==> src/source/flit_buffer_defines.svh <==
`ifndef FLIT_BUFFER_DEFINES_SVH
`define FLIT_BUFFER_DEFINES_SVH

// virtual channels sharing one input port
`define FB_NUM_VC     4
// flit slots per vc, keep a power of two so pointers wrap for free
`define FB_VC_SLOTS   4

// flit fields
`define FB_TYPE_W     2
`define FB_PAYLOAD_W  32

// derived widths
`define FB_VC_IDX_W   $clog2(`FB_NUM_VC)
`define FB_PTR_W      $clog2(`FB_VC_SLOTS)
`define FB_DEPTH_W    $clog2(`FB_VC_SLOTS + 1)
// vc index sits above the slot pointer
`define FB_ADDR_W     (`FB_VC_IDX_W + `FB_PTR_W)

`endif

==> src/source/flit_buffer_pkg.sv <==
`include "flit_buffer_defines.svh"

package flit_buffer_pkg;

    // one bit per vc, used for selects and flags
    typedef logic [`FB_NUM_VC-1:0]                vc_onehot_t;
    typedef logic [`FB_VC_IDX_W-1:0]              vc_idx_t;
    typedef logic [`FB_PTR_W-1:0]                 vc_ptr_t;
    // needs one more bit than the pointer to hold a full vc
    typedef logic [`FB_DEPTH_W-1:0]               vc_depth_t;
    typedef logic [`FB_ADDR_W-1:0]                ram_addr_t;
    typedef logic [`FB_TYPE_W-1:0]                flit_type_t;
    typedef logic [`FB_PAYLOAD_W-1:0]             flit_payload_t;
    // stored word, type bits on top
    typedef logic [`FB_TYPE_W+`FB_PAYLOAD_W-1:0]  ram_word_t;

    // one-hot to binary, or of the indices of all set bits
    function automatic vc_idx_t onehot_to_idx(input vc_onehot_t onehot);
        vc_idx_t idx;
        idx = '0;
        for (int i = 0; i < `FB_NUM_VC; i++) begin
            if (onehot[i]) begin
                idx = idx | vc_idx_t'(i);
            end
        end
        return idx;
    endfunction

endpackage

==> src/source/queue_port_if.sv <==
`timescale 1ns/1ps

// address and data path between the pointer banks and the shared ram
interface queue_port_if;

    // write side
    logic                        wr_en;
    flit_buffer_pkg::ram_addr_t  wr_addr;
    flit_buffer_pkg::ram_word_t  wr_data;

    // read side
    logic                        rd_en;
    flit_buffer_pkg::ram_addr_t  rd_addr;

    // write pointer bank only supplies the address
    modport writer (output wr_addr);

    // read pointer bank likewise
    modport reader (output rd_addr);

    // ram sees everything
    modport ram (
        input wr_en,
        input wr_addr,
        input wr_data,
        input rd_en,
        input rd_addr
    );

endinterface

==> src/source/vc_write_ptrs.sv <==
`timescale 1ns/1ps
`include "flit_buffer_defines.svh"

module vc_write_ptrs (
    input  logic                         clk,
    input  logic                         reset,
    input  logic                         wr_en,
    // one-hot target vc of the incoming flit
    input  flit_buffer_pkg::vc_onehot_t  vc_num_wr,
    // per-vc write strobe, to the occupancy counters
    output flit_buffer_pkg::vc_onehot_t  wr_strobe,
    queue_port_if.writer                 port
);

    // tail pointer of each vc region
    flit_buffer_pkg::vc_ptr_t  wr_ptr [`FB_NUM_VC];
    flit_buffer_pkg::vc_idx_t  wr_idx;

    // only the selected vc sees the write
    assign wr_strobe = wr_en ? vc_num_wr : '0;

    // slot pointers wrap inside their region
    always_ff @(posedge clk or posedge reset) begin
        if (reset) begin
            for (int i = 0; i < `FB_NUM_VC; i++) begin
                wr_ptr[i] <= '0;
            end
        end else begin
            for (int i = 0; i < `FB_NUM_VC; i++) begin
                if (wr_strobe[i]) begin
                    wr_ptr[i] <= flit_buffer_pkg::vc_ptr_t'(wr_ptr[i] + 1'b1);
                end
            end
        end
    end

    // region base from the vc select
    assign wr_idx = flit_buffer_pkg::onehot_to_idx(vc_num_wr);

    // ram address is region index over slot pointer
    assign port.wr_addr = {wr_idx, wr_ptr[wr_idx]};

endmodule

==> src/source/vc_read_ptrs.sv <==
`timescale 1ns/1ps
`include "flit_buffer_defines.svh"

module vc_read_ptrs (
    input  logic                         clk,
    input  logic                         reset,
    input  logic                         rd_en,
    // one-hot vc for a normal read
    input  flit_buffer_pkg::vc_onehot_t  vc_num_rd,
    // speculative pops, only honoured while rd_en is low
    input  flit_buffer_pkg::vc_onehot_t  ssa_rd,
    // per-vc read strobe, to the occupancy counters
    output flit_buffer_pkg::vc_onehot_t  rd_strobe,
    queue_port_if.reader                 port
);

    // head pointer of each vc region
    flit_buffer_pkg::vc_ptr_t  rd_ptr [`FB_NUM_VC];
    flit_buffer_pkg::vc_idx_t  rd_idx;

    // normal read wins over ssa
    // the ssa flit itself leaves through the bypass register, not the ram
    assign rd_strobe = rd_en ? vc_num_rd : ssa_rd;

    always_ff @(posedge clk or posedge reset) begin
        if (reset) begin
            for (int i = 0; i < `FB_NUM_VC; i++) begin
                rd_ptr[i] <= '0;
            end
        end else begin
            // every popped vc moves on, normal or speculative
            for (int i = 0; i < `FB_NUM_VC; i++) begin
                if (rd_strobe[i]) begin
                    rd_ptr[i] <= flit_buffer_pkg::vc_ptr_t'(rd_ptr[i] + 1'b1);
                end
            end
        end
    end

    // address follows vc_num_rd
    // only looked at by the ram when rd_en is high
    assign rd_idx = flit_buffer_pkg::onehot_to_idx(vc_num_rd);

    // region index over head pointer
    assign port.rd_addr = {rd_idx, rd_ptr[rd_idx]};

endmodule

==> src/source/vc_occupancy.sv <==
`timescale 1ns/1ps
`include "flit_buffer_defines.svh"

module vc_occupancy (
    input  logic                         clk,
    input  logic                         reset,
    // strobes from the write pointer bank
    input  flit_buffer_pkg::vc_onehot_t  wr_strobe,
    // strobes from the read pointer bank, ssa included
    input  flit_buffer_pkg::vc_onehot_t  rd_strobe,
    output flit_buffer_pkg::vc_onehot_t  vc_not_empty
);

    // flits held per vc
    flit_buffer_pkg::vc_depth_t  depth [`FB_NUM_VC];

    always_ff @(posedge clk or posedge reset) begin
        if (reset) begin
            for (int i = 0; i < `FB_NUM_VC; i++) begin
                depth[i] <= '0;
            end
        end else begin
            for (int i = 0; i < `FB_NUM_VC; i++) begin
                // write alone grows the vc
                if (wr_strobe[i] && !rd_strobe[i]) begin
                    depth[i] <= flit_buffer_pkg::vc_depth_t'(depth[i] + 1'b1);
                // read alone shrinks it
                end else if (!wr_strobe[i] && rd_strobe[i]) begin
                    depth[i] <= flit_buffer_pkg::vc_depth_t'(depth[i] - 1'b1);
                end
                // both or neither, depth holds
            end
        end
    end

    // nonzero depth means a flit is waiting
    always_comb begin
        for (int i = 0; i < `FB_NUM_VC; i++) begin
            vc_not_empty[i] = (depth[i] != '0);
        end
    end

endmodule

==> src/source/flit_queue_ram.sv <==
`timescale 1ns/1ps
`include "flit_buffer_defines.svh"

module flit_queue_ram (
    input  logic                        clk,
    input  logic                        reset,
    queue_port_if.ram                   port,
    // registered ram word or bypassed write word
    output flit_buffer_pkg::ram_word_t  rd_data
);

    // one region of slots per vc
    flit_buffer_pkg::ram_word_t  mem [`FB_NUM_VC * `FB_VC_SLOTS];
    flit_buffer_pkg::ram_word_t  mem_q;
    // last cycle's write word, the ssa path
    flit_buffer_pkg::ram_word_t  bypass_q;
    logic                        rd_en_q;

    // synchronous ram, registered read port
    always_ff @(posedge clk) begin
        if (port.wr_en) begin
            mem[port.wr_addr] <= port.wr_data;
        end
        if (port.rd_en) begin
            mem_q <= mem[port.rd_addr];
        end
    end

    // bypass captures the write side every cycle
    // rd_en_q picks the source for this cycle's output
    always_ff @(posedge clk or posedge reset) begin
        if (reset) begin
            bypass_q <= '0;
            rd_en_q  <= 1'b0;
        end else begin
            bypass_q <= port.wr_data;
            rd_en_q  <= port.rd_en;
        end
    end

    // normal read shows the ram word, otherwise the speculative flit
    assign rd_data = rd_en_q ? mem_q : bypass_q;

endmodule

==> src/source/flit_buffer.sv <==
`timescale 1ns/1ps

module flit_buffer (
    input  logic                           clk,
    input  logic                           reset,
    // write side
    input  logic                           wr_en,
    input  flit_buffer_pkg::vc_onehot_t    vc_num_wr,
    input  flit_buffer_pkg::flit_type_t    din_type,
    input  flit_buffer_pkg::flit_payload_t din_payload,
    // read side
    input  logic                           rd_en,
    input  flit_buffer_pkg::vc_onehot_t    vc_num_rd,
    input  flit_buffer_pkg::vc_onehot_t    ssa_rd,
    // flit out, one cycle after the read or bypass
    output flit_buffer_pkg::flit_type_t    dout_type,
    output flit_buffer_pkg::flit_payload_t dout_payload,
    output flit_buffer_pkg::vc_onehot_t    vc_not_empty
);

    flit_buffer_pkg::vc_onehot_t  wr_strobe;
    flit_buffer_pkg::vc_onehot_t  rd_strobe;
    flit_buffer_pkg::ram_word_t   rd_data;

    // shared ram port
    queue_port_if queue_port ();

    // enables and data go straight onto the ram port
    assign queue_port.wr_en   = wr_en;
    assign queue_port.wr_data = {din_type, din_payload};
    assign queue_port.rd_en   = rd_en;

    vc_write_ptrs u_vc_write_ptrs (
        .clk       (clk),
        .reset     (reset),
        .wr_en     (wr_en),
        .vc_num_wr (vc_num_wr),
        .wr_strobe (wr_strobe),
        .port      (queue_port.writer)
    );

    vc_read_ptrs u_vc_read_ptrs (
        .clk       (clk),
        .reset     (reset),
        .rd_en     (rd_en),
        .vc_num_rd (vc_num_rd),
        .ssa_rd    (ssa_rd),
        .rd_strobe (rd_strobe),
        .port      (queue_port.reader)
    );

    // depth bookkeeping from both strobe sets
    vc_occupancy u_vc_occupancy (
        .clk          (clk),
        .reset        (reset),
        .wr_strobe    (wr_strobe),
        .rd_strobe    (rd_strobe),
        .vc_not_empty (vc_not_empty)
    );

    flit_queue_ram u_flit_queue_ram (
        .clk     (clk),
        .reset   (reset),
        .port    (queue_port.ram),
        .rd_data (rd_data)
    );

    // split stored word back into type and payload
    assign {dout_type, dout_payload} = rd_data;

endmodule

==> config.mk <==
export PLATFORM = sky130hd
export DESIGN_NAME = flit_buffer
export DESIGN_NICKNAME = d
export VERILOG_FILES = /design/src/source/flit_buffer_pkg.sv /design/src/source/queue_port_if.sv /design/src/source/vc_write_ptrs.sv /design/src/source/vc_read_ptrs.sv /design/src/source/vc_occupancy.sv /design/src/source/flit_queue_ram.sv /design/src/source/flit_buffer.sv
export VERILOG_INCLUDE_DIRS = /design/src /design/src/source
export SDC_FILE = /design/constraint.sdc
export NUM_CORES = 1
export LEC_CHECK = 0
export BUFFER_PORTS_ARGS = -buffer_cell sky130_fd_sc_hd__buf_4
export CAP_MARGIN = 20
export CORE_ASPECT_RATIO = 1.25
export CORE_MARGIN = 3
export CORE_UTILIZATION = 55
export DETAILED_ROUTE_END_ITERATION = 12
export GPL_TIMING_DRIVEN = 1
export PLACE_DENSITY = 0.72
export SLEW_MARGIN = 20
export SYNTH_ARGS = -nofsm -noshare
export SYNTH_HDL_FRONTEND = slang
export SYNTH_SLANG_ARGS = --single-unit
export TNS_END_PERCENT = 10
==> constraint.sdc <==
create_clock -name clk -period 9 [get_ports clk]
set_input_delay 0.45 -clock clk [delete_from_list [all_inputs] [get_ports clk]]
set_output_delay 0.45 -clock clk [all_outputs]
set_load 0.02 [all_outputs]
======== After elaboration in Yosys (flattened, before gate mapping) ========
Memories as Yosys holds them, arrays and structs flattened. A register that Yosys moved wholly into a read port is not among the register bits.
Index checks and enable logic that the tools add are counted.
storage, ports and cells
  memories ................................ 1
  bits in writable memories ............... 544
  bits in registers ....................... 63
  word-level logic and storage cells ...... 84
cells by class
  bitwise gates (word level) .............. 2
  add/subtract/negate cells ............... 16
  magnitude comparators ................... 2
  muxes and demuxes ....................... 25
  reduce and logical (&&, ||, !) cells .... 24
memory list
  memory                words  width  rd ports  clocked after memory_dff  write ports  line                  source
  u_flit_queue_ram.mem  16     34     1         1                         1            flit_queue_ram.sv:13  flit_buffer_pkg::ram_word_t mem [`FB_NUM_VC * `FB_VC_SLOTS];
operators by type and width
  operator                                                             count
  34-bit 2-to-1 mux                                                    1
  3-bit 2-to-1 mux                                                     8
  2-bit by 1-bit adder with 2-bit output (second input constant)       8
  2-bit 2-to-1 mux                                                     8
  3-bit by 1-bit adder with 3-bit output (second input constant)       4
  3-bit nonzero test                                                   4
  3-bit by 1-bit subtractor with 3-bit output (second input constant)  4
  2-bit binary-select mux with 2-bit select                            2
  1-bit logical AND                                                    8
  1-bit zero test                                                      8
  4-bit 2-to-1 mux                                                     2
  2-bit nonzero test                                                   4
  3-bit >= comparator (second input constant)                          2
  2-bit NOT with 3-bit output                                          2
  1-bit 2-to-1 mux                                                     4

======== Logic depth before layout (Yosys ltp) ========
  word-level depth ........................ 7
  mapped depth ............................ 11

======== Hierarchy ========
A second synthesis with hierarchy kept.
unflattened totals
  cell total of the unflattened synthesis .. 1087
  area total of the unflattened synthesis .. 24140.7 um^2
modules (own cells, without submodules)
  module          cells each  area each (um^2)  sequential area each (um^2)  times used
  flit_queue_ram  962         22694.3           18232.5                      1
  vc_occupancy    53          654.4             300.3                        1
  vc_read_ptrs    36          400.4             200.2                        1
  vc_write_ptrs   36          391.6             200.2                        1

======== Worst setup path before layout ========
No wires, ideal clock.
  path kind ............................... input to register
  start ................................... in vc_num_wr[1]
  end ..................................... mem u_flit_queue_ram.mem[2][0] (netlist name) (enable)
  library setup time ...................... 0.425 ns
  required time ........................... 8.575 ns
  setup slack ............................. 5.874 ns
  stages on the path ...................... 5
  arrival time ............................ 2.701 ns
  path buffers ............................ 0
  cell sequence ........................... mux2_2 > o22a_1 > o22ai_1 > nand2_1 > nor2_1
between the ends
  word-level cells in the longest chain between the ends .. 7
ends and longest elaborated chain
  item                                                  line                   source
  start: declaration                                    flit_buffer.sv:8       input flit_buffer_pkg::vc_onehot_t vc_num_wr,
  1-bit 2-to-1 mux (*)                                  flit_buffer_pkg.sv:22  if (onehot[i]) begin
  2-bit 2-to-1 mux (*) (2 in series)                    flit_buffer_pkg.sv:22
  2-bit NOT with 3-bit output (not written as such)     vc_write_ptrs.sv:41    assign port.wr_addr = {wr_idx, wr_ptr[wr_idx]};
  2-bit binary-select mux with 2-bit select             vc_write_ptrs.sv:41
  2-bit 2-to-1 mux (not written as such) (2 in series)  vc_write_ptrs.sv:41
  end: declaration                                      flit_queue_ram.sv:13
Every way passes the cells marked *; elsewhere a longest branch is shown, timed or not. The select of a mux whose other input is x is not followed.

======== Worst setup path after layout ========
  start ................................... reg u_vc_read_ptrs.rd_ptr[0] (netlist name)
  end ..................................... reg u_flit_queue_ram.mem_q[33], read port of u_flit_queue_ram.mem (data pin)
between the ends
  word-level cells in the longest chain between the ends .. 3
ends and longest elaborated chain
  item                                                  line                  source
  start: declaration                                    vc_read_ptrs.sv:18    flit_buffer_pkg::vc_ptr_t rd_ptr [`FB_NUM_VC];
  start signal: indexed assignment                      vc_read_ptrs.sv:34    rd_ptr[i] <= flit_buffer_pkg::vc_ptr_t'(rd_ptr[i] + 1'b1);
  2-bit binary-select mux with 2-bit select             vc_read_ptrs.sv:45    assign port.rd_addr = {rd_idx, rd_ptr[rd_idx]};
  2-bit 2-to-1 mux (not written as such) (2 in series)  vc_read_ptrs.sv:45
  end: declaration                                      flit_queue_ram.sv:14  flit_buffer_pkg::ram_word_t mem_q;
Every way passes these cells. The select of a mux whose other input is x is not followed.
A chain may end at the register's enable or synchronous reset.

==> flow_metrics.tcl <==
set metrics [dict create \
    max-cap-violations 0 \
    worst-setup-path-type "flip-flop to flip-flop" \
    worst_hold_slack_ns 0.0781 \
    fin_ws_ns 5.23 \
    max_slew.worst_pin.slew_ns 1.15 \
    tritoncts.num_buffers 59 \
    final.min_clock_period_ns 3.77 \
    clock_tree.buffer_depth 3 \
    setup_viol 0 \
    crit_path_max_fanout 91 \
    clk_root_buffer_cell "clkbuf_16" \
    postSynthRegisterBits 641 \
    die_w_um 197 \
    detailedRoute.firstIterationViolations 1505 \
    synthDistinctLibCells 48 \
    cellPowerDensity_mw_per_mm2 274 \
    synth-seq-area-share_pct 75.5 \
    routed_wirelength_um 59200 \
    run_status "finished clean" \
    drv_slew 0 \
    drive_above_1_share_pct 17.0 \
    start_util_pct 56.3 \
    io_buffer_count 87 \
    final_cell_count_no_fill 2438 \
    dpl.hpwl_um 32300 \
    num_rows 86 \
    final.period_utilization_pct 41.9 \
    post_synth.cell_area_avg_sq_um 14.5 \
    cts_clk_pin_slew_worst_paths_ns 0.07 \
    first_global_vias 15000 \
    synthXorXnorAreaFrac_pct 0.977 \
    routability_driven_placement_congestion_ratio 0.819 \
    met2RoutedLength_um 29300 \
    mappedNetlistArea_sq_mm 0.0251 \
    layout-area-overhead-vs-synth_pct 13.9 \
    dp_cells 2321 \
    timing.clock.skew_ns 0.0127 \
    drt_first_pass_iters 7 \
    timing.critical_path.to_type "flip-flop" \
    tritoncts_clock_tree "done" \
    final_cell_mix "578 x edfxtp_1, 407 x nand2_1, 136 x a21oi_1" \
    worst-endpoint-required_ns 9.47 \
    maximum_number_of_pins_on_one_net_before_global_route_repair 92 \
    synth_top_family_by_area "simple AND/OR/NAND/NOR gates" \
    die_h_um 245 \
    synth-simple-area-share_pct 8.78 \
    worst_endpoint_data_arrival_time_ns 4.24 \
    worst_skew_pair_latency_ns 0.60 \
    design.die.area_sq_mm 0.0482 \
    wirelength_met1_um 23200 \
    yosys.area_share.adder_pct 0.519 \
    p_leak_nw 9.94 \
    wl_per_cell_um 24.3 \
    drc 0 \
    finalSetupTns_ns 0 \
    layout.nets 1872 \
    yosysWarnings 0 \
    worst_setup_path_start_kind "flip-flop" \
    grt_antenna_before_repair 2 \
    synth_compound_area_share_pct 7.53 \
    grt_first_pass_wirelength_um 89400 \
    io-pin-count 88 \
    maximum_clock_frequency_mhz 265 \
    syn-instance-count 1727 \
    slew_margin_rel_pct 23.1 \
    syn_nets 1785 \
    clock-sinks 641 \
    met3WireLength_um 4380 \
    post-place-ws_ns 5.05 \
    post_synth_mux_area_share_pct 4.88 \
    post_cts.repair.setup_buffers 0 \
    layout_commonest_cell "edfxtp_1" \
    htreeDepth 2 \
    route.vias.total 14900 \
    dr.max_layer_used "met5" \
    final_antenna_net_count 0 \
    core_region_area_sq_mm 0.0445 \
    ir_drop_worst_vdd_mv 0.178 \
    grt_util_all_layers_pct 24.5 \
    finalHoldViolCount 0 \
    worstHoldPathType "input pin to flip-flop" \
    grt_setup_unrepaired "no" \
    gr_overflow_total 0 \
    detail_route.vias_per_cell 6.11 \
]
## kinds of logic (layout without fill, tap and decap cells)
group | count (synthesis) | in the layout
other | 0 | 1
AOI/OAI and AO/OA | 293 | 293
DFF | 641 | 641
buffers and inverters | 107 | 245
xor gates and xnor gates | 28 | 28
and+or+nand+nor | 538 | 538
adders and majority gates | 8 | 8
muxes | 112 | 112
## path summary, 6_finish.rpt
check,start,end,slack (ns),cells after the start
max,u_vc_read_ptrs.rd_ptr[0],u_flit_queue_ram.mem_q[33],5.23,9
min,din_payload[29],u_flit_queue_ram.bypass_q[29],0.08,1
max reg2reg,u_vc_read_ptrs.rd_ptr[0],u_flit_queue_ram.mem_q[33],5.23,9
min reg2reg,u_vc_occupancy.depth[5],u_vc_occupancy.depth[5],0.46,1
max in group asynchronous,reset,u_flit_queue_ram.rd_en_q,7.53,4
min in group asynchronous,reset,u_flit_queue_ram.bypass_q[16],0.43,3
## power by group
part / total [mW] / internal (mW) / switching (mW)
sequential: 3.63 / 3.51 / 0.116
combinational: 1.58 / 0.560 / 1.02
clock: 2.62 / 1.56 / 1.06
## flip-flops by register name (all words and copies together), names as in the netlist
name,count
u_flit_queue_ram.rd_en_q,1
u_flit_queue_ram.bypass_q,34
u_vc_occupancy.depth,12
u_flit_queue_ram.mem,544
u_flit_queue_ram.mem_q,34
u_vc_read_ptrs.rd_ptr,8
u_vc_write_ptrs.wr_ptr,8
## synth_stat cells (all sizes together)
| library cell | n | area (sq um) |
|---|---|---|
| a2111o | 1 | 11.3 |
| a2111oi | 2 | 55.1 |
| a211o | 1 | 8.76 |
| a211oi | 2 | 15.0 |
| a21oi | 136 | 681 |
| a221o | 1 | 10.0 |
| a221oi | 1 | 8.76 |
| a31oi | 2 | 12.5 |
| a32o | 32 | 320 |
| a32oi | 1 | 8.76 |
| and2 | 7 | 43.8 |
| and3 | 3 | 18.8 |
| buf | 37 | 201 |
| clkbuf | 63 | 236 |
| dfrtp | 63 | 1580 |
| edfxtp | 578 | 17400 |
| fa | 4 | 80.1 |
| ha | 4 | 50.1 |
| inv | 7 | 26.3 |
| mux2 | 73 | 822 |
| mux2i | 38 | 380 |
| mux4 | 1 | 22.5 |
| nand2 | 408 | 1530 |
| nand2b | 7 | 43.8 |
| nand3 | 2 | 10.0 |
| nand3b | 1 | 7.51 |
| nor2 | 60 | 225 |
| nor2b | 1 | 6.26 |
| nor3 | 2 | 10.0 |
| nor3b | 2 | 20.0 |
| nor4 | 35 | 219 |
| nor4bb | 1 | 10.0 |
| o211ai | 64 | 480 |
| o21a | 3 | 22.5 |
| o21ai | 41 | 209 |
| o22a | 4 | 35.0 |
| o22ai | 2 | 12.5 |
| or2 | 1 | 6.26 |
| or3 | 7 | 43.8 |
| or4 | 1 | 7.51 |
| xnor2 | 17 | 149 |
| xor2 | 11 | 96.3 |
## critical path: stages (launching register included)
cell and delay, ns:
dfrtp_1 0.40, and2_1 0.15, buf_4 0.44, a2111o_2 0.19, buf_4 0.65, buf_4 0.90
a221o_1 0.29, a21oi_1 0.05, nor4_1 0.34, a211o_1 0.16
## repair_timing
action / in CTS / in global routing
endpoints found under the hold margin: 20 / 0
gates resized for setup: 0 / 0
hold buffers: 1 / 0
## per-stage QoR
step                power, mW  area [sq um]  util [%]
CTS                      7.85         28500      64.0
detailed placement       5.26         26400      59.4
finish                   7.83         28600      64.2
global route             8.13         28600      64.2
floorplan                4.74         25100         -
global placement         5.20         26400      59.4
## cell type report
cell class / count / area, sq um
flip-flops and latches: 641 / 18900
fillers: 3113 / 16000
multi-input cells: 979 / 5860
clock buffers: 82 / 1630
repair buffers: 126 / 996
well taps: 572 / 716
clock inverters: 30 / 422
inverters: 7 / 27.5
diodes: 1 / 2.50
## layer usage
layer / up-vias / track usage [%]
met5: - / 0
met4: 2 / 9.40
met3: 138 / 3.42
met2: 672 / 40.8
met1: 7499 / 33.1
li1: 6596 / -
Power figures use the tool's default switching activity.
